**src/rtl/dcx_settings.svh**
```systemverilog
`ifndef DCX_SETTINGS_SVH
`define DCX_SETTINGS_SVH

// active frame, pixels by lines.
`define DCX_ACTIVE_W 32
`define DCX_ACTIVE_H 16

// first active pixel and line, counted from the sync falling edges.
`define DCX_IN_H_START 4
`define DCX_IN_V_START 2

// output raster, active lines first and blanking after.
`define DCX_OUT_H_TOTAL 40
`define DCX_OUT_HSYNC_START 34
`define DCX_OUT_HSYNC_LEN 3
`define DCX_OUT_V_TOTAL 20
`define DCX_OUT_VSYNC_START 17
`define DCX_OUT_VSYNC_LEN 2

`define DCX_RAM_ADDRESS_BITS 9
`define DCX_STARTUP_CYCLES 64

`endif
```
**src/rtl/startup_delay.sv**
```systemverilog
`timescale 1ns/1ps
`include "dcx_settings.svh"

module startup_delay (
    input  logic clock,
    input  logic rst,
    output logic ready
);
    localparam int CYCLES  = `DCX_STARTUP_CYCLES;
    localparam int COUNT_W = $clog2(CYCLES);

    logic [COUNT_W-1:0] count;

    always_ff @(posedge clock) begin
        if (rst) begin
            count <= '0;
            ready <= 1'b0;
        end else if (!ready) begin
            count <= count + 1'b1;
            if (count == COUNT_W'(CYCLES - 1)) begin
                ready <= 1'b1;
            end
        end
    end

endmodule

```
**config.mk**
```make
export PLATFORM = sky130hd
export DESIGN_NAME = startup_delay
export DESIGN_NICKNAME = d
export VERILOG_FILES = /design/src/rtl/startup_delay.sv
export VERILOG_INCLUDE_DIRS = /design/src /design/src/rtl
export SDC_FILE = /design/constraint.sdc
export NUM_CORES = 1
export LEC_CHECK = 0
export BUFFER_PORTS_ARGS = -buffer_cell sky130_fd_sc_hd__buf_2
export CAP_MARGIN = 10
export CELL_PAD_IN_SITES_DETAIL_PLACEMENT = 2
export CELL_PAD_IN_SITES_GLOBAL_PLACEMENT = 2
export CORE_AREA = 5 5 42 44
export DETAILED_ROUTE_END_ITERATION = 8
export DIE_AREA = 0 0 47 49
export HOLD_SLACK_MARGIN = 0.1
export MAX_ROUTING_LAYER = met4
export PLACE_DENSITY_LB_ADDON = 0.15
export SKIP_LAST_GASP = 1
export SYNTH_ARGS = -nofsm -noshare
export SYNTH_HDL_FRONTEND = slang
export SYNTH_SLANG_ARGS = --single-unit
```
**constraint.sdc**
```tcl
create_clock -name clock -period 1.7 [get_ports clock]
set_input_delay 0 -clock clock [delete_from_list [all_inputs] [get_ports clock]]
set_output_delay 0 -clock clock [all_outputs]
set_load 0.01 [all_outputs]
```
==> results_dict.tcl <==
set metrics [dict create \
    status "finished, final reports clean" \
    arrival_ns 1.35 \
    fp.dieW_um 47 \
    use_met2_pct 12.7 \
    clock_sinks 7 \
    path_clk_slew_ns 0.05 \
    synth-seq-cells 7 \
    vdd_drop_max_v 0.000247 \
    syn-num-nets 31 \
    holdWs_ns 0.521 \
    synth.top_cells.by_area "dfxtp_1, xor2_1, nand4b_4" \
    cp_cell_sequence "nand4b_4, or3_1, a21oi_1" \
    startpoint_type "flip-flop" \
    slowest_delay_ns 0.38 \
    cp_slowest_cell "dfxtp_1" \
    final_cells 51 \
    fin_area_sq_um 360 \
    grt_pass1_wl_um 1250 \
    synth_seq_area_share_pct 47.7 \
    drt_iter0_markers 0 \
    route.vias.total 231 \
    crit_end "count[5]$_SDFFE_PP0N_" \
    clk_path_buf_depth 2 \
    syn-mean-instance-area_sq_um 10.5 \
    fp-row-count 14 \
    antenna_cells 0 \
    slew_viol_final 0 \
    fmax_ghz 0.855 \
    grt_max_degree 8 \
    core_area_sq_mm 0.00140 \
    grt_pass1_vias 286 \
    syn2layout_area_growth_pct 22.6 \
    hold_class "reg -> reg" \
    worst_slack_ns 0.531 \
    crit_type "reg -> reg" \
    worstMarginPinSlew_ns 0.270 \
    cp_num_buf_inv 0 \
    totalPowerFinal_mw 0.350 \
    finalCritPeriodShare_pct 68.8 \
    rr_worst_depth 3 \
    leakage_nw 0.162 \
    cts_resized 0 \
    die-area_sq_mm 0.00230 \
    worstReg2RegStart "ready$_SDFF_PP0_" \
    placed_cell_area_sq_um 324 \
    ioPinCount 3 \
    die_h_um 49 \
    grt_use_met3_pct 5.54 \
    cts_buffers 3 \
    crit_fanout 7 \
    max-slew-margin-rel_pct 82.0 \
    synth_edf_count 0 \
    synth_most_common_cell "dfxtp_1" \
    first_pass_iters 1 \
    ys.flop_type "dfxtp_1" \
    final_layout_size_suffix_gt1_share_pct 20.0 \
    cts_tree "done" \
    start_util_pct 21.0 \
    rrSetupSlack_ns 0.53 \
    synth_top_area_share_pct 47.7 \
    antenna_found_initial 0 \
    rsz0062_at_grt "no" \
    busiest_layer "met2" \
    cts_htree_levels 1 \
    power_density_mw_per_mm2 971 \
    cp-end-kind "flip-flop" \
    viasPerCell 4.53 \
    r2r_end "count[5]$_SDFFE_PP0N_" \
    hold_viol 0 \
    grtUsageTotal_pct 8.45 \
    post-route-min-period_ns 1.17 \
    nets 39 \
    setup_viol 0 \
    synth_largest_area_cell "dfxtp_1" \
    finish.utilization_pct 25.7 \
    cp.depth 3 \
    place_inst 46 \
    critical_path.top_delay_family "simple AND/OR/NAND/NOR gates" \
    drv_cap 0 \
    synthTopCellsByCount "dfxtp_1, nor2_1, xor2_1" \
    cp.required_ns 1.88 \
    place.gp.congestion 0.734 \
    synth.distinct_cells 15 \
    setup_tns_ns 0 \
    skew_ns 0.00257 \
    syn_inst 28 \
    grt-ovfl-total 0 \
    syn_area_sq_um 294 \
    yosysWarnings 0 \
    dp_slack_ns 0.525 \
    io_buffers 2 \
    route.detailed.drc 0 \
    final_antenna_net_count 0 \
    startpoint "ready$_SDFF_PP0_" \
    clk_latency_ns 0.25 \
    cts-root-buf "clkbuf_4" \
    synth-async-reset-ratio_pct 0 \
    use_met1_pct 7.47 \
    wire_per_inst_um 13.5 \
    drt_wl_total_um 687 \
]
==> metal layers <==
metal / wire length, um / up-vias
li1: - / 112
met1: 242 / 114
met2: 407 / 3
met3: 31 / 2
met4: 6 / 0
met5: 0 / -
==> state kept, by name, summed over array words and instances, names as in the netlist <==
name,count
ready,1
count,6
==> power by group <==
| part | switching (mW) | internal, mW |
|---|---|---|
| registers | 0.00951 | 0.171 |
| logic | 0.0103 | 0.0107 |
| clock network | 0.0594 | 0.0894 |
==> cells by family after synthesis <==
group | after synthesis | synth area share [%]
and+or+nand+nor | 12 | 27.2
DFF | 7 | 47.7
xor gates and xnor gates | 4 | 11.9
AOI/OAI and AO/OA | 3 | 5.53
muxes | 1 | 3.40
adders and majority gates | 1 | 4.25
==> placed cells by master, fill, tap and decap left out, drive strengths merged <==
cell type    netlist  layout
dfxtp              7       7
nor2               6       6
clkbuf             0       4
xor2               3       3
buf                0       2
nand4b             2       2
and3               1       1
a31oi              1       1
nand2              1       1
o21ai              1       1
or3                1       1
a21oi              1       1
and2b              1       1
xnor2              1       1
mux2i              1       1
ha                 1       1
dlygate4sd3        0       1
==> worst register-to-register path, stage by stage (launching register included) <==
cell      delay (ns)
dfxtp_1         0.38
nand4b_4        0.22
or3_1           0.36
a21oi_1         0.14
==> area by class of cell <==
class	count	area, sq um
flip-flops and latches	7	140
fillers	170	1040
well taps	16	20.0
multi-input cells	21	154
clock buffers	4	26.3
repair buffers	3	20.0
==> how the worst min path moves through the flow <==
stage / start / end / slack [ns] / depth (start not counted)
after floorplan: rst / count[5]$_SDFFE_PP0N_ / 0.07 / 1
after global placement: rst / count[5]$_SDFFE_PP0N_ / 0.26 / 2
after detailed placement: rst / count[5]$_SDFFE_PP0N_ / 0.28 / 2
after CTS: count[5]$_SDFFE_PP0N_ / count[5]$_SDFFE_PP0N_ / 0.53 / 2
after global routing: count[5]$_SDFFE_PP0N_ / count[5]$_SDFFE_PP0N_ / 0.57 / 2
final: count[5]$_SDFFE_PP0N_ / count[5]$_SDFFE_PP0N_ / 0.52 / 2
==> timing repair <==
item,CTS,global route
hold endpoints to repair,7,0
hold buffers,1,0
buffers inserted,0,0
No activity file was read; power rests on OpenSTA's default activity.
