## src/rtl/dcx_settings.svh

```systemverilog
`ifndef DCX_SETTINGS_SVH
`define DCX_SETTINGS_SVH

// active frame, pixels by lines.
`define DCX_ACTIVE_W 32
`define DCX_ACTIVE_H 16

// first active pixel and line, counted from the sync falling edges.
`define DCX_IN_H_START 4
`define DCX_IN_V_START 2

// output raster, active lines first and blanking after.
`define DCX_OUT_H_TOTAL 40
`define DCX_OUT_HSYNC_START 34
`define DCX_OUT_HSYNC_LEN 3
`define DCX_OUT_V_TOTAL 20
`define DCX_OUT_VSYNC_START 17
`define DCX_OUT_VSYNC_LEN 2

`define DCX_RAM_ADDRESS_BITS 9
`define DCX_STARTUP_CYCLES 64

`endif
```

## src/rtl/raster_pkg.sv

```systemverilog
package raster_pkg;

    // raster positions, 12 bits like the console counters.
    typedef logic [11:0] column_t;
    typedef logic [11:0] line_t;

endpackage

```

## src/rtl/video_pkg.sv

```systemverilog
package video_pkg;

    // one half-pixel as driven by the console.
    typedef logic [11:0] half_word_t;

    typedef struct packed {
        logic [7:0] r;
        logic [7:0] g;
        logic [7:0] b;
    } rgb_t;

    // halves in arrival order.
    typedef struct packed {
        half_word_t first;
        half_word_t second;
    } half_pair_t;

    // same 24 bits, as the input pair or as colours.
    typedef union packed {
        half_pair_t halves;
        rgb_t       rgb;
    } pixel_word_t;

endpackage

```

## src/rtl/video2ram.sv

```systemverilog
`timescale 1ns/1ps
`include "dcx_settings.svh"

module video2ram (
    input  logic                             clock,
    input  logic                             rst,
    input  logic                             pixel_valid,
    input  video_pkg::pixel_word_t           pixel,
    input  raster_pkg::column_t              pixel_x,
    input  raster_pkg::line_t                pixel_y,
    output logic                             wren,
    output logic [`DCX_RAM_ADDRESS_BITS-1:0] wraddress,
    output video_pkg::rgb_t                  wrdata,
    output logic                             frame_ready
);
    import raster_pkg::*;

    localparam int      ADDR_W   = `DCX_RAM_ADDRESS_BITS;
    localparam int      ACT_W    = `DCX_ACTIVE_W;
    localparam column_t LAST_COL = column_t'(`DCX_ACTIVE_W - 1);
    localparam line_t   LAST_ROW = line_t'(`DCX_ACTIVE_H - 1);

    logic last_pixel;

    assign last_pixel = (pixel_x == LAST_COL) && (pixel_y == LAST_ROW);

    // trigger goes out with the write of the last pixel.
    always_ff @(posedge clock) begin
        if (rst) begin
            wren        <= 1'b0;
            frame_ready <= 1'b0;
        end else begin
            wren        <= pixel_valid;
            frame_ready <= pixel_valid && last_pixel;
        end
    end

    // row-major address.
    always_ff @(posedge clock) begin
        if (pixel_valid) begin
            wraddress <= ADDR_W'(pixel_y * ACT_W + pixel_x);
            wrdata    <= pixel.rgb;
        end
    end

endmodule

```

## config.mk

```make
export PLATFORM = sky130hd
export DESIGN_NAME = video2ram
export DESIGN_NICKNAME = d
export VERILOG_FILES = /design/src/rtl/raster_pkg.sv /design/src/rtl/video_pkg.sv /design/src/rtl/video2ram.sv
export VERILOG_INCLUDE_DIRS = /design/src /design/src/rtl
export SDC_FILE = /design/constraint.sdc
export NUM_CORES = 1
export LEC_CHECK = 0
export BUFFER_PORTS_ARGS = -buffer_cell sky130_fd_sc_hd__buf_2
export CAP_MARGIN = 20
export CORE_UTILIZATION = 36
export DETAILED_ROUTE_END_ITERATION = 7
export PLACE_DENSITY = 0.83
export SETUP_SLACK_MARGIN = 0.1
export SYNTH_ARGS = -nofsm -noshare
export SYNTH_HDL_FRONTEND = slang
export SYNTH_SLANG_ARGS = --single-unit
```

## constraint.sdc

```tcl
create_clock -name clock -period 0.95 [get_ports clock]
set_input_delay 0 -clock clock [delete_from_list [all_inputs] [get_ports clock]]
set_output_delay 0 -clock clock [all_outputs]
set_load 0.1 [all_outputs]
```

==> impl_metrics.ini <==
[synthesis]
synth_top_area_share = 0.8148
synthTopCellsByArea = edfxtp_1, dfxtp_1, ha_1, nor4_2, fa_1
synth_area_um2 = 1216
synth-seq-cells = 35
synth-seq-area-share = 0.8477
synth_top_area_cell = edfxtp_1
avgSynthCellArea_um2 = 22.11
syn_inst = 55
ys_types = 16
yosys_warnings = 0
synth_nets = 110

[floorplan]
die_x_um = 60.12
core_area_um2 = 3128
die_h_um = 60.12
dieArea_um2 = 3614
num_rows = 20
initial_utilization = 0.3888
io_pins = 86

[detailed_routing]
met2_length_um = 1869
drtPass1Iterations = 4
drt_wl_total_um = 3909
drt_iter0_drc = 22
wl_per_cell_um = 17.30
highest_layer = met4
met3WireLength_um = 384
viasPerCell = 4.535
post-route-drc-count = 0
antenna_left = 0
via_count = 1025
wl_met1_um = 1644

[placement]
numPortBuffers = 85
postPlaceCellArea_um2 = 2298
pre_cts_slack_ps = -98.44
place_congestion = 0.6946

[sta]
drv_slew = 0
tightest_slew_ps = 408.4
fmax_ghz = 1.039
hold_slack_ps = -56.86
tns_ps = -95.22
final_hold_viol_count = 1
setup_slack_ps = -12.76
min_period_ps = 962.8
relSlewSlack = 0.7239
post-route-period-util = 1.013
rsz0062_at_grt = yes
setup_viol = 15

[power]
ir_worst_vdd_v = 0.0008786
seqPwrFrac = 0.439
intPower_uw = 2767
p_leak_uw = 0.001114
powerDensity_nw_per_um2 = 1668
swShare = 0.3752
p_clk_frac = 0.163
comb_power_share = 0.398
report.power.total_uw = 4429
switchingPower_uw = 1662

[clock_network]
htree_levels = 2
cts_sinks = 35
holdBufCountCts = 31
cts.path.max_buffers = 2
cts_buffers = 5
post_cts_buffers = 0
cts_tree = yes
root_buffer = clkbuf_4
clk_pin_slew_ps = 110

[critical_path]
crit_buf_inv = 1
critPathKind = flip-flop to output port
path_cells = buf_12
worst_path_max_delay_cell = edfxtp_1
slowest_delay_ps = 440
critPathTopFamily = flip-flops
crit_path_max_fanout = 1
worstSetupStartpointType = flip-flop
worstSetupEndpointType = output port
crit_arrival_ps = 960
critPathRequiredTime_ps = 950

[final_layout]
final_common_cell = buf_2
area_delta_synth_final_pct = 118.3
final_layout_size_suffix_gt1_frac = 0.5714
fin_nets = 237
antennaDiodeCount = 0
layout_common_cells = buf_2, buf_12, edfxtp_1, dlygate4sd3_1, clkbuf_4
stdcell_area_um2 = 2655

[global_route]
grt_pass1_wl_um = 5816
grt_pass1_vias = 1145
antenna_found_initial = 0
grtUsageTotal = 0.2384
grt_max_degree = 27
gr-total-overflow = 0

[status]
violations = negative hold slack, negative setup slack
status = finished with violations

[run]
max_cap_violations = 0

[hold_path]
hold_path.class = primary input to flip-flop
-- cells by family (layout without fill, tap and decap cells) --
logic type,after synthesis,in the layout,synth area share
flops,35,35,0.8477
simple gates,11,11,0.07304
buf+inv,0,127,0
xor+xnor,3,3,0.02161
compound gates,2,2,0.01029
fa+ha+maj,4,4,0.04733
-- worst paths after layout --
path | from | to | slack, ps | depth (start not counted)
min | pixel_x[9] | frame_ready | -60 | 4
max | wrdata[15] | wrdata[15] | -10 | 1
-- state kept, by name, indices dropped and copies added (netlist names) --
| name | count |
|---|---|
| frame_ready | 1 |
| wraddress | 9 |
| wrdata | 24 |
| wren | 1 |
-- cell type report --
type                            instances  area [µm²]
Timing Repair Buffer                  120        1304
Sequential cell                        35        1033
Fill cell                             145       473.0
Multi-Input combinational cell         20       216.5
Tap cell                               44       55.05
Clock buffer                            5       37.54
Clock inverter                          2       8.758
-- power groups by stage --
stage / logic, µW / registers, µW / clock network [µW]
after floorplan: 55.7 / 2810 / 0
after global placement: 1620 / 1970 / 0
after detailed placement: 1650 / 1980 / 0
after CTS: 1760 / 1940 / 729
after global routing: 1810 / 1960 / 817
final: 1760 / 1950 / 722
-- cells in the mapped netlist --
master,instances
nor4b_1,2
nor2_1,1
nor4_2,2
xnor2_1,1
a21oi_1,1
and2b_1,1
nand4b_1,1
fa_1,1
xor2_1,2
ha_1,3
edfxtp_1,33
a21o_1,1
dfxtp_1,2
nand2_1,1
nand3_1,2
and4bb_2,1
-- metal layers --
| layer | GRT usage | vias to the layer above |
|---|---|---|
| met3 | 0.08225 | 2 |
| met1 | 0.3053 | 484 |
| met4 | 0.05980 | 0 |
| met2 | 0.3862 | 68 |
| met5 | 0 | - |
| li1 | - | 471 |
-- per-stage QoR --
step	util	std cells	hold slack, ps
2_1_floorplan	-	55	98.87
3_3_place_gp	0.7348	188	177.0
3_5_place_dp	0.7348	188	178.6
4_1_cts	0.8488	226	-71.18
5_1_grt	0.8488	226	-68.47
6_report	0.8488	226	-56.86
-- timing repair --
| action | CTS | global route |
|---|---|---|
| gates resized for setup | 0 | 0 |
| endpoints found under the hold margin | 32 | 1 |
| endpoints found under the setup margin | 35 | 35 |
Power figures use the tool's default switching activity.
