**src/rtl/dcx_settings.svh**
```systemverilog
`ifndef DCX_SETTINGS_SVH
`define DCX_SETTINGS_SVH

// active frame, pixels by lines.
`define DCX_ACTIVE_W 32
`define DCX_ACTIVE_H 16

// first active pixel and line, counted from the sync falling edges.
`define DCX_IN_H_START 4
`define DCX_IN_V_START 2

// output raster, active lines first and blanking after.
`define DCX_OUT_H_TOTAL 40
`define DCX_OUT_HSYNC_START 34
`define DCX_OUT_HSYNC_LEN 3
`define DCX_OUT_V_TOTAL 20
`define DCX_OUT_VSYNC_START 17
`define DCX_OUT_VSYNC_LEN 2

`define DCX_RAM_ADDRESS_BITS 9
`define DCX_STARTUP_CYCLES 64

`endif
```
**src/rtl/raster_pkg.sv**
```systemverilog
package raster_pkg;

    // raster positions, 12 bits like the console counters.
    typedef logic [11:0] column_t;
    typedef logic [11:0] line_t;

endpackage

```
**src/rtl/video_pkg.sv**
```systemverilog
package video_pkg;

    // one half-pixel as driven by the console.
    typedef logic [11:0] half_word_t;

    typedef struct packed {
        logic [7:0] r;
        logic [7:0] g;
        logic [7:0] b;
    } rgb_t;

    // halves in arrival order.
    typedef struct packed {
        half_word_t first;
        half_word_t second;
    } half_pair_t;

    // same 24 bits, as the input pair or as colours.
    typedef union packed {
        half_pair_t halves;
        rgb_t       rgb;
    } pixel_word_t;

endpackage

```
**src/rtl/ram2video.sv**
```systemverilog
`timescale 1ns/1ps
`include "dcx_settings.svh"

module ram2video (
    input  logic                             clock,
    input  logic                             rst,
    input  logic                             start,
    input  logic                             enable,
    input  video_pkg::rgb_t                  rddata,
    output logic [`DCX_RAM_ADDRESS_BITS-1:0] rdaddr,
    output logic                             hsync,
    output logic                             vsync,
    output logic                             de,
    output video_pkg::rgb_t                  video
);
    import raster_pkg::*;

    localparam int      ADDR_W   = `DCX_RAM_ADDRESS_BITS;
    localparam int      ACT_W    = `DCX_ACTIVE_W;
    localparam column_t H_ACTIVE = column_t'(`DCX_ACTIVE_W);
    localparam line_t   V_ACTIVE = line_t'(`DCX_ACTIVE_H);
    localparam column_t H_LAST   = column_t'(`DCX_OUT_H_TOTAL - 1);
    localparam line_t   V_LAST   = line_t'(`DCX_OUT_V_TOTAL - 1);
    localparam column_t HS_FIRST = column_t'(`DCX_OUT_HSYNC_START);
    localparam column_t HS_END   = column_t'(`DCX_OUT_HSYNC_START + `DCX_OUT_HSYNC_LEN);
    localparam line_t   VS_FIRST = line_t'(`DCX_OUT_VSYNC_START);
    localparam line_t   VS_END   = line_t'(`DCX_OUT_VSYNC_START + `DCX_OUT_VSYNC_LEN);

    logic    running;
    column_t h_count;
    line_t   v_count;
    logic    active;
    logic    hs_now;
    logic    vs_now;
    logic    de_d;
    logic    hsync_d;
    logic    vsync_d;

    assign active = running && (h_count < H_ACTIVE) && (v_count < V_ACTIVE);
    assign hs_now = running && (h_count >= HS_FIRST) && (h_count < HS_END);
    assign vs_now = running && (v_count >= VS_FIRST) && (v_count < VS_END);

    // ***********************************************************************
    // raster scan, one frame per accepted start.
    // ***********************************************************************
    always_ff @(posedge clock) begin
        if (rst) begin
            running <= 1'b0;
            h_count <= '0;
            v_count <= '0;
        end else if (running) begin
            if (h_count == H_LAST) begin
                h_count <= '0;
                if (v_count == V_LAST) begin
                    v_count <= '0;
                    running <= 1'b0;
                end else begin
                    v_count <= v_count + 1'b1;
                end
            end else begin
                h_count <= h_count + 1'b1;
            end
        end else if (start && enable) begin
            running <= 1'b1;
            h_count <= '0;
            v_count <= '0;
        end
    end

    // ***********************************************************************
    // address stage, then buffer read stage.
    // ***********************************************************************
    always_ff @(posedge clock) begin
        rdaddr <= ADDR_W'(v_count * ACT_W + h_count);
    end

    always_ff @(posedge clock) begin
        if (rst) begin
            de_d    <= 1'b0;
            hsync_d <= 1'b0;
            vsync_d <= 1'b0;
            de      <= 1'b0;
            hsync   <= 1'b0;
            vsync   <= 1'b0;
        end else begin
            de_d    <= active;
            hsync_d <= hs_now;
            vsync_d <= vs_now;
            de      <= de_d;
            hsync   <= hsync_d;
            vsync   <= vsync_d;
        end
    end

    // black outside the active area.
    assign video = de ? rddata : '0;

    assert property (@(posedge clock) disable iff (rst) running |-> !start);

endmodule

```
**config.mk**
```make
export PLATFORM = sky130hd
export DESIGN_NAME = ram2video
export DESIGN_NICKNAME = d
export VERILOG_FILES = /design/src/rtl/raster_pkg.sv /design/src/rtl/video_pkg.sv /design/src/rtl/ram2video.sv
export VERILOG_INCLUDE_DIRS = /design/src /design/src/rtl
export SDC_FILE = /design/constraint.sdc
export NUM_CORES = 1
export LEC_CHECK = 0
export BUFFER_PORTS_ARGS = -buffer_cell sky130_fd_sc_hd__buf_2
export CORE_ASPECT_RATIO = 0.9
export CORE_MARGIN = 1
export CORE_UTILIZATION = 51
export DETAILED_ROUTE_END_ITERATION = 7
export HOLD_SLACK_MARGIN = 0.02
export PLACE_DENSITY = 0.79
export SYNTH_ARGS = -nofsm -noshare
export SYNTH_HDL_FRONTEND = slang
export SYNTH_SLANG_ARGS = --single-unit
```
**constraint.sdc**
```tcl
create_clock -name clock -period 1.9 [get_ports clock]
set_input_delay 0.38 -clock clock [delete_from_list [all_inputs] [get_ports clock]]
set_output_delay 0.38 -clock clock [all_outputs]
set_load 0.1 [all_outputs]
```
==> flow_summary.json <==
{
  "drtIter0Drc": 89,
  "max_cap_viol_count": 0,
  "drt_wl_total_um": 5223,
  "cts_tree": "built",
  "power.density_nw_per_um2": 701.4,
  "grt_max_degree": 26,
  "grt_pass1_vias": 1776,
  "ios": 64,
  "cp_max_fo": 25,
  "cts.reportedPaths.clkPinSlew_ns": 0.08,
  "synthXorXnorAreaFrac": 0.02449,
  "synth-edff-count": 0,
  "avgSynthCellArea_um2": 8.758,
  "r2r_slack_ns": 0.12,
  "synth-compound-area-share": 0.1615,
  "antenna_cells": 0,
  "viasPerCell": 5.744,
  "cts_buffer_depth": 2,
  "crit_slowest_cell": "dfxtp_2",
  "vias": 2085,
  "gp_congestion": 0.8381,
  "synth_flop_cell": "dfxtp_1",
  "dr.pass1.iters": 4,
  "synth_mux_area_frac": 0.009329,
  "drt-wirelength-per-cell_um": 14.39,
  "period_minus_slack_ns": 1.796,
  "synthSimpleGateAreaFrac": 0.3160,
  "hold_viol_final": 0,
  "area_growth_pct": 26.36,
  "dp_hpwl_um": 3873,
  "period_share": 0.9454,
  "syn_nets": 282,
  "p_int_mw": 1.332,
  "cts-root-buf": "clkbuf_8",
  "setup_violations": 0,
  "grt.total_usage": 0.2376,
  "totalPowerFinal_mw": 1.902,
  "numCtsBuffers": 5,
  "combPwrFrac": 0.164,
  "antenna_found_initial": 0,
  "drc": 0,
  "synth_warnings": 0,
  "nFillCells": 327,
  "holdCritPathClass": "reg2reg",
  "async_flop_share": 0,
  "synth_cell_type_count": 53,
  "crit_type": "reg2out",
  "critPathTopFamily": "flip-flops",
  "relSlewSlack": 0.5610,
  "peakVddDrop_uv": 435.0,
  "cts_max_level": 2,
  "clkPwrFrac": 0.377,
  "design.die.area_um2": 4471,
  "syn_area_um2": 2146,
  "postCtsSetupBuffers": 0,
  "yosys.area_share.adder": 0.05598,
  "final_max_slew_viol_count": 0,
  "rows": 21,
  "numClockSinks": 40,
  "seq_area_frac_synth": 0.3732,
  "cp_cell_sequence": "and2_2 > buf_2",
  "p_leak_nw": 1.186,
  "io_buffers": 63,
  "max_stage_delay_ns": 0.49,
  "synth_top_family_by_area": "simple AND/OR/NAND/NOR gates",
  "arrival_ns": 1.42,
  "die_h_um": 63.54,
  "outcome": "completed",
  "grt_overflow": 0,
  "path_buf_inv": 1,
  "worst_pin_slew_ns": 0.6554,
  "critical_path_required_ns": 1.52,
  "drive_gt1_frac": 0.3817,
  "core_um2": 3862,
  "sw_frac_of_total": 0.2998,
  "fmax_mhz": 556.7,
  "synth_seq_cells": 40,
  "clock_latency_ns": 0.30,
  "clock_skew_ns": 0.005702,
  "hold_ws_ns": 0.4387,
  "cp-end-kind": "output pin",
  "worst_setup_path_start_kind": "flop",
  "die_w_um": 70.38,
  "p_switching_uw": 570.2,
  "synthCells": 245,
  "initial_utilization": 0.5556,
  "nets": 353,
  "grt_pass1_wl_um": 8418,
  "power_frac_seq": 0.459,
  "postRouteAntennaNets": 0
}
==> repair_timing <==
action | 4_1_cts | 5_1_grt
hold endpoints to repair | 0 | 0
hold buffers | 0 | 0
gates resized for setup | 0 | 10
setup endpoints to repair | 0 | 15
==> synthesized netlist by cell type (4+ instances only) <==
library cell,count,share of area
nor3_1,5,0.012
and2_1,25,0.073
a211oi_1,4,0.014
nor2b_1,5,0.015
clkbuf_1,4,0.0070
a21oi_1,6,0.014
o31ai_1,4,0.014
nand2_1,15,0.026
a31oi_1,9,0.026
xnor2_1,4,0.016
or3_1,5,0.015
ha_1,8,0.047
a21o_1,5,0.017
nand3_1,25,0.058
dfxtp_1,40,0.37
inv_1,11,0.019
nand4_1,4,0.012
nor2_1,9,0.016
==> metrics by stage <==
stage	setup WS (ns)	util	TNS [ns]	instances	instance area [µm²]
floorplan	0.1086	-	0	245	2177
global placement	0.1752	0.6650	0	355	2569
detailed placement	0.08229	0.6650	0	355	2569
CTS	0.05556	0.6952	0	363	2685
global route	-0.005709	0.7020	-0.005709	363	2711
finish	0.1038	0.7020	0	363	2711
==> worst reg2reg max path, cell delays in order, from the launching register on <==
cell and delay (ns):
dfxtp_1 0.34, ha_1 0.30, and2_1 0.20, and4_2 0.39, buf_4 0.21, nand4b_1 0.10, a21oi_1 0.17
==> registers in the layout (all words and copies together), names as in the netlist <==
name,cells
running,1
de_d,1
hsync_d,1
de,1
hsync,1
vsync_d,1
v_count,12
rdaddr,9
h_count,12
vsync,1
==> layer usage <==
layer  global-route usage  share of wire  vias up
met5                    0              0        -
met4              0.07500          0.010        0
met3              0.06560          0.092        5
met2               0.3774           0.45       95
met1               0.3112           0.45      954
li1                     -              -     1031
==> cell type report <==
class / count / area (µm²) / area share
clock buffer: 5 / 68.82 / 0.02538
clock inverter: 3 / 47.55 / 0.01754
inverter: 11 / 41.29 / 0.01523
multi-input combinational: 181 / 1255 / 0.4629
sequential: 40 / 803.3 / 0.2963
tap: 46 / 57.56 / 0.02123
timing repair buffer: 77 / 437.9 / 0.1615
==> cells by family (layout without fill, tap and decap cells) <==
kind of cell / after synthesis / after routing
adders and majority gates: 9 / 9
buffers and inverters: 24 / 96
AOI/OAI and AO/OA: 49 / 49
muxes: 2 / 2
xor gates and xnor gates: 6 / 6
and+or+nand+nor: 115 / 115
DFF: 40 / 40
==> power groups by stage <==
| stage | clock (mW) | combinational [mW] | sequential, mW |
|---|---|---|---|
| after detailed placement | 0 | 0.308 | 0.892 |
| after global placement | 0 | 0.306 | 0.891 |
| final | 0.718 | 0.312 | 0.872 |
| after global routing | 0.765 | 0.329 | 0.876 |
| after CTS | 0.726 | 0.309 | 0.872 |
| after floorplan | 0 | 0.186 | 0.931 |
==> path summary, 6_finish.rpt <==
path,startpoint,depth (start not counted),to
worst max register to register,h_count[0],6,v_count[2]
worst min-delay path,h_count[3],0,rdaddr[3]
worst min register to register,h_count[3],0,rdaddr[3]
worst max-delay path,de,2,video[5]
==> placed cells by master, fill, tap and decap left out, types with 5 or more instances in the layout <==
master     n
clkbuf_8   5
nor2b_1    5
nor2_1     9
a21o_1     5
buf_2     56
a31oi_1    9
buf_4     14
inv_1     11
clkbuf_4   7
nand2_1   15
and2_2    24
nand3_1   25
dfxtp_1   38
nor3_1     5
or3_1      5
a21oi_1    6
ha_1       8
No activity file was read; power rests on OpenSTA's default activity.
