--- config.mk ---
export PLATFORM = sky130hd
export DESIGN_NAME = dc_capture
export DESIGN_NICKNAME = d
export VERILOG_FILES = /design/src/rtl/raster_pkg.sv /design/src/rtl/video_pkg.sv /design/src/rtl/dc_capture.sv
export VERILOG_INCLUDE_DIRS = /design/src /design/src/rtl
export SDC_FILE = /design/constraint.sdc
export NUM_CORES = 1
export LEC_CHECK = 0
export BUFFER_PORTS_ARGS = -buffer_cell sky130_fd_sc_hd__clkbuf_2
export CAP_MARGIN = 10
export CORE_ASPECT_RATIO = 0.5
export CORE_UTILIZATION = 50
export CTS_CLUSTER_DIAMETER = 200
export CTS_CLUSTER_SIZE = 10
export DETAILED_ROUTE_END_ITERATION = 8
export HOLD_SLACK_MARGIN = 0.05
export PLACE_DENSITY = 0.83
export SYNTH_ARGS = -nofsm -noshare
export SYNTH_HDL_FRONTEND = slang
export SYNTH_SLANG_ARGS = --single-unit
--- constraint.sdc ---
create_clock -name clock -period 2.8 [get_ports clock]
set_input_delay 0.42 -clock clock [delete_from_list [all_inputs] [get_ports clock]]
set_output_delay 0.42 -clock clock [all_outputs]
set_load 0.1 [all_outputs]
--- src/rtl/dcx_settings.svh ---
`ifndef DCX_SETTINGS_SVH
`define DCX_SETTINGS_SVH

// active frame, pixels by lines.
`define DCX_ACTIVE_W 32
`define DCX_ACTIVE_H 16

// first active pixel and line, counted from the sync falling edges.
`define DCX_IN_H_START 4
`define DCX_IN_V_START 2

// output raster, active lines first and blanking after.
`define DCX_OUT_H_TOTAL 40
`define DCX_OUT_HSYNC_START 34
`define DCX_OUT_HSYNC_LEN 3
`define DCX_OUT_V_TOTAL 20
`define DCX_OUT_VSYNC_START 17
`define DCX_OUT_VSYNC_LEN 2

`define DCX_RAM_ADDRESS_BITS 9
`define DCX_STARTUP_CYCLES 64

`endif
--- src/rtl/raster_pkg.sv ---
package raster_pkg;

    // raster positions, 12 bits like the console counters.
    typedef logic [11:0] column_t;
    typedef logic [11:0] line_t;

endpackage

--- src/rtl/video_pkg.sv ---
package video_pkg;

    // one half-pixel as driven by the console.
    typedef logic [11:0] half_word_t;

    typedef struct packed {
        logic [7:0] r;
        logic [7:0] g;
        logic [7:0] b;
    } rgb_t;

    // halves in arrival order.
    typedef struct packed {
        half_word_t first;
        half_word_t second;
    } half_pair_t;

    // same 24 bits, as the input pair or as colours.
    typedef union packed {
        half_pair_t halves;
        rgb_t       rgb;
    } pixel_word_t;

endpackage

--- src/rtl/dc_capture.sv ---
`timescale 1ns/1ps
`include "dcx_settings.svh"

module dc_capture (
    input  logic                   clock,
    input  logic                   rst,
    input  logic                   _hsync,
    input  logic                   _vsync,
    input  video_pkg::half_word_t  data,
    output logic                   pixel_valid,
    output video_pkg::pixel_word_t pixel,
    output raster_pkg::column_t    pixel_x,
    output raster_pkg::line_t      pixel_y
);
    import video_pkg::*;
    import raster_pkg::*;

    localparam column_t H_FIRST = column_t'(`DCX_IN_H_START);
    localparam column_t H_END   = column_t'(`DCX_IN_H_START + `DCX_ACTIVE_W);
    localparam line_t   V_FIRST = line_t'(`DCX_IN_V_START);
    localparam line_t   V_END   = line_t'(`DCX_IN_V_START + `DCX_ACTIVE_H);

    logic       hsync_prev;
    logic       vsync_prev;
    logic       frame_pending;
    logic       second_half;
    half_word_t first_half;
    column_t    h_count;
    line_t      v_count;
    logic       hsync_fall;
    logic       vsync_fall;
    logic       in_window;

    assign hsync_fall = hsync_prev & ~_hsync;
    assign vsync_fall = vsync_prev & ~_vsync;
    assign in_window  = (h_count >= H_FIRST) && (h_count < H_END) &&
                        (v_count >= V_FIRST) && (v_count < V_END);

    // sync edges and line count.
    always_ff @(posedge clock) begin
        if (rst) begin
            hsync_prev    <= 1'b1;
            vsync_prev    <= 1'b1;
            frame_pending <= 1'b0;
            v_count       <= '1;
        end else begin
            hsync_prev <= _hsync;
            vsync_prev <= _vsync;
            if (hsync_fall) begin
                frame_pending <= 1'b0;
                if (frame_pending || vsync_fall) begin
                    v_count <= '0;
                end else if (v_count != '1) begin
                    v_count <= v_count + 1'b1;
                end
            end else if (vsync_fall) begin
                frame_pending <= 1'b1;
            end
        end
    end

    // half phase restarts on every hsync fall.
    always_ff @(posedge clock) begin
        if (rst) begin
            second_half <= 1'b0;
            h_count     <= '1;
            pixel_valid <= 1'b0;
        end else begin
            pixel_valid <= 1'b0;
            if (hsync_fall) begin
                second_half <= 1'b1;
                h_count     <= '0;
            end else begin
                second_half <= ~second_half;
                if (second_half) begin
                    pixel_valid <= in_window;
                    if (h_count != '1) begin
                        h_count <= h_count + 1'b1;
                    end
                end
            end
        end
    end

    always_ff @(posedge clock) begin
        if (hsync_fall || !second_half) begin
            first_half <= data;
        end else begin
            pixel.halves.first  <= first_half;
            pixel.halves.second <= data;
            pixel_x             <= h_count - H_FIRST;
            pixel_y             <= v_count - V_FIRST;
        end
    end

    // a line holds a whole number of pixels.
    assert property (@(posedge clock) disable iff (rst)
        hsync_fall && (h_count != '1) |-> !second_half);

endmodule

==> results.md, run 1 <==
- IO buf count: 64
- Filler cell count: 561
- Synthesis Warnings: 0
- Top_reg_cell synth: edfxtp_1
- Die Y: 64.6 um
- First-pass iteration count of the detailed router: 5
- Nets: 390
- Period utilization: 78.7%
- Drt wl/cell: 15.3 um
- Static Leak: 1.75 nW
- Horiz. Die Dim: 127 um
- Root Driver: clkbuf_16
- IO Pins: 65
- Vias per cell: 5.63
- Post-synthesis cell area: 0.00392 mm^2
- H-tree depth: 3
- Routed wire length: 7.30 mm
- Vias after detailed routing: 2,685
- Drt initial violations: 176
- CP max FO: 11
- Final Hold Viols: 0
- CP arrival: 2.42 ns
- Slew Viols, Final: 0
- Clock Pin Slew Worst Setup and Hold Paths: 0.06 ns
- Distinct cells, synth: 62
- Register Area: 0.00238 mm^2
- P_int: 2.36 mW
- CTS tree: built
- RR Startpoint: v_count[1]
- Buffers inserted by post-CTS timing repair: 0
- Post-DRT Antenna Nets: 0
- First-pass GRT wire length: 11.8 mm
- Outcome: complete, no violations
- CORE AREA: 0.00746 mm^2
- GRT overflow: 0
- Dpl ws: 0.657 ns
- CP endpoint kind: register
- Yosys reg bits: 89
- Multi-input gate area: 0.00134 mm^2
- Clock Latency Late Sink: 0.33 ns
- Commonest non-fill, non-tap cell in the layout: clkbuf_2
- Worst Skew: 0.00306 ns
- RSZ-0062 raised after global routing: false
- Number of global-route vias before repair: 2,386
- Final setup fails: 0
- Total die area: 0.00822 mm^2
- Share of layout cells above drive strength 1: 27.1%
- CTS Buf Count: 9
- Sequential share of the synthesized area: 60.8%
- Register share of total power: 47.6%
- Syn_nets: 332
- Switch share: 30.8%
- Crit start category: register
- Area Overhead vs Synth: 15.9%
- MaxCap Viol Count: 0
- CP Launch Point: v_count[1]
- Slew HR: 55.3%
- Worst slew pin tran: 0.667 ns
- Clock sinks: 89
- Avg Inst Size Synth: 12.8 um^2
- Clock network fraction of design power: 33.1%
- Mapped Cells: 307
- Achievable Freq: 454 MHz
- Combinational Power Share: 19.3%
- Switching power: 1.05 mW
- Number of diodes: 0
- Initial Util: 52.5%
- Required @ worst endpoint: 3.02 ns
- # rows: 22
- Cell Area, Placed: 0.00426 mm^2
- Post-CTS sizing: 0
- Post-synth ARST share: 0%
- DRC viols: 0
- Hold Startpoint: data[6]
- CTS Hold Buffers Added: 0
- Post-DP HPWL: 5.24 mm
- Cell area after layout: 0.00454 mm^2
- Clk buf depth: 2
- Placer Congestion: 0.910
- Post-synth EDFFs: 60
- VDD IR-drop max: 338 uV
- Most frequent cells in the layout: clkbuf_2 (64), edfxtp_1 (60), dfxtp_1 (29)
- Hold_ws: 0.276 ns
- Initial antenna violation count: 0
- Power density over the cells: 750 mW/mm^2
- Worst Hold Class: in -> reg
- Crit path kind: reg -> reg
- Setup TNS: 0 ns
- Final critical-path required period: 2.20 ns
- All-layer global routing usage: 19.0%
- Largest net degree at the start of global routing: 40
- Fin worst setup slack: 0.597 ns
sequential cells by signal, indices dropped and copies added, names as in the netlist, 12 cells and up:
name / cells
pixel_y: 12
h_count: 12
pixel_x: 12
pixel: 24
v_count: 12
first_half: 12
stage by stage:
step | utilization (%) | cells | power (mW)
floorplan | - | 307 | 2.20
CTS | 60.9 | 477 | 3.43
detailed placement | 57.1 | 462 | 2.30
global route | 60.9 | 477 | 3.54
global placement | 57.1 | 462 | 2.28
finish | 60.9 | 477 | 3.41
worst max-delay path, cell delays in order (launching register included):
cell and delay, ns:
dfxtp_1 0.43, ha_1 0.29, nand4_4 0.15, nor2_1 0.57, a21boi_1 0.25, a221o_2 0.41
cell usage after synthesis, drive strengths merged (8+ instances only):
cell	n	area, um^2
nand2	15	56.3
xor2	8	70.1
inv	16	60.1
nor2	19	71.3
o21ai	16	80.1
nand3	16	85.1
ha	9	113
buf	13	105
xnor2	10	87.6
dfxtp	29	581
edfxtp	60	1800
nor3	8	51.3
a221o	12	121
metal layers:
| layer | track usage [%] | part of all wire [%] | vias to the layer above |
|---|---|---|---|
| li1 | - | - | 1283 |
| met1 | 24.2 | 44 | 1290 |
| met2 | 30.4 | 48 | 104 |
| met3 | 5.70 | 6.2 | 8 |
| met4 | 8.18 | 1.1 | 0 |
| met5 | 0 | 0 | - |
cells by family (layout without fill, tap and decap cells):
kind of cell / Yosys count / in the layout / share of synthesized area (%)
buf+inv: 36 / 98 / 5.14
xor+xnor: 18 / 18 / 4.02
simple gates: 96 / 96 / 14.9
flops: 89 / 89 / 60.8
compound gates: 56 / 56 / 11.5
mux: 3 / 3 / 0.766
fa+ha+maj: 9 / 9 / 2.87
area by class of cell:
| cell class | instances | area share [%] |
|---|---|---|
| timing repair buffer | 67 | 7.55 |
| tap | 108 | 2.97 |
| clock buffer | 9 | 4.96 |
| inverter | 16 | 1.32 |
| clock inverter | 6 | 1.32 |
| sequential | 89 | 52.4 |
| multi-input combinational | 182 | 29.4 |
power groups by stage:
stage          Clock, mW  Sequential [mW]  Combinational, mW
3_3_place_gp           0             1.64              0.642
5_1_grt             1.20             1.64              0.699
2_1_floorplan          0             1.87              0.326
6_report            1.13             1.62              0.658
3_5_place_dp           0             1.65              0.654
4_1_cts             1.15             1.62              0.657
final timing paths:
path	endpoint	slack [ns]	cells past startpoint
worst max-delay path	v_count[5]	0.60	5
worst max register to register	v_count[5]	0.60	5
worst min-delay path	pixel[6]	0.28	1
worst min register to register	pixel[12]	0.42	0
Note: power is estimated with default switching activity, not from simulation.
==> inputs of run 2 (changes only) <==
ABC_AREA = 1   (was not set)
CORE_UTILIZATION = 51   (was 50)
PLACE_DENSITY = 0.84   (was 0.83)
clock period = 2 ns   (was 2.8 ns; I/O delays follow)
==> run 2 against run 1 <==
Clock skew increased by 0.0032 ns. Synthesized area is 1.7% higher. Sequential power grew 38%. Largest cell class unchanged. Largest power group unchanged.
==> results.md, run 2 <==
- GRT overflow: 0
- Number of global-route vias before repair: 2,718
- Slowest CP cell: dfxtp_1
- Initial antenna violation count: 0
- Clk buf depth: 2
- Final core occ: 63.2%
- Slew HR: 63.2%
- CTS Buf Count: 9
- Crit path kind: reg -> reg
- Static Leak: 2.20 nW
- Root Driver: clkbuf_16
- Final Hold Viols: 0
- Vias per cell: 5.05
- Placed Cells: 577
- Slew Viols, Final: 0
- Post-synth EDFFs: 60
- Power density over the cells: 1040 mW/mm^2
- MaxCap Viol Count: 0
- Commonest cells in the netlist: nand2_1 (105), edfxtp_1 (60), nand3_1 (58), nor2_1 (50), inv_1 (48)
- Combinational Power Share: 21.3%
- Drt wl/cell: 12.4 um
- Worst Skew: 0.00630 ns
- Outcome: complete, no violations
- Biggest register: pixel
- Post-synth ARST share: 0%
- Cell with the most instances after synthesis: nand2_1
- Syn_nets: 448
- Post-DRT Antenna Nets: 0
- Clock Pin Slew Worst Setup and Hold Paths: 0.07 ns
- Overall power: 4.88 mW
- # rows: 22
- DRC viols: 0
- Area Overhead vs Synth: 17.8%
- Avg Inst Size Synth: 9.42 um^2
- Top cell type by total area after synthesis: edfxtp_1
- Synthesis Warnings: 0
- CORE AREA: 0.00743 mm^2
- Setup TNS: 0 ns
- Largest net degree at the start of global routing: 27
- Die Y: 64.5 um
- Sequential share of the synthesized area: 59.8%
- Crit start category: register
- Placer Congestion: 0.901
- CP endpoint kind: register
- Number of diodes: 0
- Clock sinks: 89
- Post-synthesis cell area: 0.00399 mm^2
- Period utilization: 85.2%
- Vias after detailed routing: 2,995
- CP max FO: 13
- H-tree depth: 3
- VDD IR-drop max: 509 uV
- Fin worst setup slack: 0.296 ns
- Post-DP HPWL: 5.29 mm
- Nets: 517
- Filler cell count: 603
- Mapped Cells: 423
- Final critical-path required period: 1.70 ns
- Required @ worst endpoint: 2.22 ns
- Top cells by area, synth: edfxtp_1 (45%), dfxtp_1 (15%), nand2_1 (9.9%), nand3_1 (7.3%), nor2_1 (4.7%)
- Dpl ws: 0.297 ns
- Slowest cell delay on critical path: 0.41 ns
- Buffers inserted by post-CTS timing repair: 0
- Total die area: 0.00820 mm^2
- CTS Hold Buffers Added: 0
- Switch share: 33.7%
- Horiz. Die Dim: 127 um
- Worst slew pin tran: 0.554 ns
- First-pass iteration count of the detailed router: 7
- Max reg flops: 24
- Cell area after layout: 0.00469 mm^2
- Crit path cell chain: ha_1 -> nand3_1 -> inv_1 -> nand2_2 -> inv_2 -> nand2_2 -> nand2_4 -> inv_1 -> nand2_1 -> nand3_1
- Yosys reg bits: 89
- Top_reg_cell synth: edfxtp_1
- Clock network fraction of design power: 32.9%
- Final setup fails: 0
- Clock Latency Late Sink: 0.34 ns
- IO buf count: 64
- First-pass GRT wire length: 12.2 mm
- Worst Hold Class: in -> reg
- Most frequent cells in the layout: nand2_1 (105), clkbuf_2 (64), edfxtp_1 (60)
- Achievable Freq: 587 MHz
- IO Pins: 65
- Initial Util: 53.6%
- CP arrival: 1.93 ns
- Non-filler cells, final: 593
- Register share of total power: 45.8%
- CTS tree: built
- Routed wire length: 7.37 mm
- Cell Area, Placed: 0.00440 mm^2
- Hold_ws: 0.142 ns
- Post-CTS sizing: 0
- Distinct cells, synth: 26
- Share of layout cells above drive strength 1: 19.9%
- Commonest non-fill, non-tap cell in the layout: nand2_1
- All-layer global routing usage: 19.5%
- RSZ-0062 raised after global routing: false
- Switching power: 1.64 mW
- Top cell type's share of synthesized area: 45.2%
- Drt initial violations: 202
- P_int: 3.23 mW
## run 2: cells by family (layout without fill, tap and decap cells)
logic type	Yosys count	after routing	synth area share (%)
AND/OR/NAND/NOR	234	234	25.5
flip-flops	89	89	59.8
buffers and inverters	62	136	6.72
XOR/XNOR	16	16	3.52
AO/OA/AOI/OAI	13	13	1.73
adder cells (fa/ha/maj)	9	9	2.82
## run 2: worst paths after layout
kind                 startpoint    endpoint  slack, ns  cells past startpoint
setup / recovery     v_count[1]  v_count[6]       0.30                     10
hold / removal           _vsync  vsync_prev       0.14                      3
setup reg to reg     v_count[1]  v_count[6]       0.30                     10
hold reg to reg   first_half[5]   pixel[17]       0.42                      0
## run 2: layout make-up
type	instances	area [um^2]	area share, %
Clock inverter	7	70.1	1.49
Multi-Input combinational cell	272	1340	28.6
Tap cell	96	120	2.56
Clock buffer	9	225	4.80
Timing Repair Buffer	70	365	7.78
Sequential cell	89	2380	50.7
Inverter	50	188	4.00
## run 2: worst max-delay path, delay by kind of cell, from the launching register on
family        cells  cell delay [ns]
simple gates      6             0.52
flops             1             0.41
buf+inv           3             0.32
fa+ha+maj         1             0.32
## run 2: layer usage
layer  global-route usage [%]  up-vias  wire length, um
met4                     9.08        0              144
met2                     31.5      130             3460
met3                     7.18       14              640
met1                     23.4     1334             3130
met5                        0        -                0
li1                         -     1517                -
## run 2: power groups by stage
stage          Sequential, mW  Combinational, mW  Clock (mW)
2_1_floorplan            2.64              0.480           0
3_3_place_gp             2.27               1.02           0
3_5_place_dp             2.27               1.03           0
4_1_cts                  2.23               1.04        1.64
5_1_grt                  2.25               1.13        1.73
6_report                 2.24               1.04        1.60
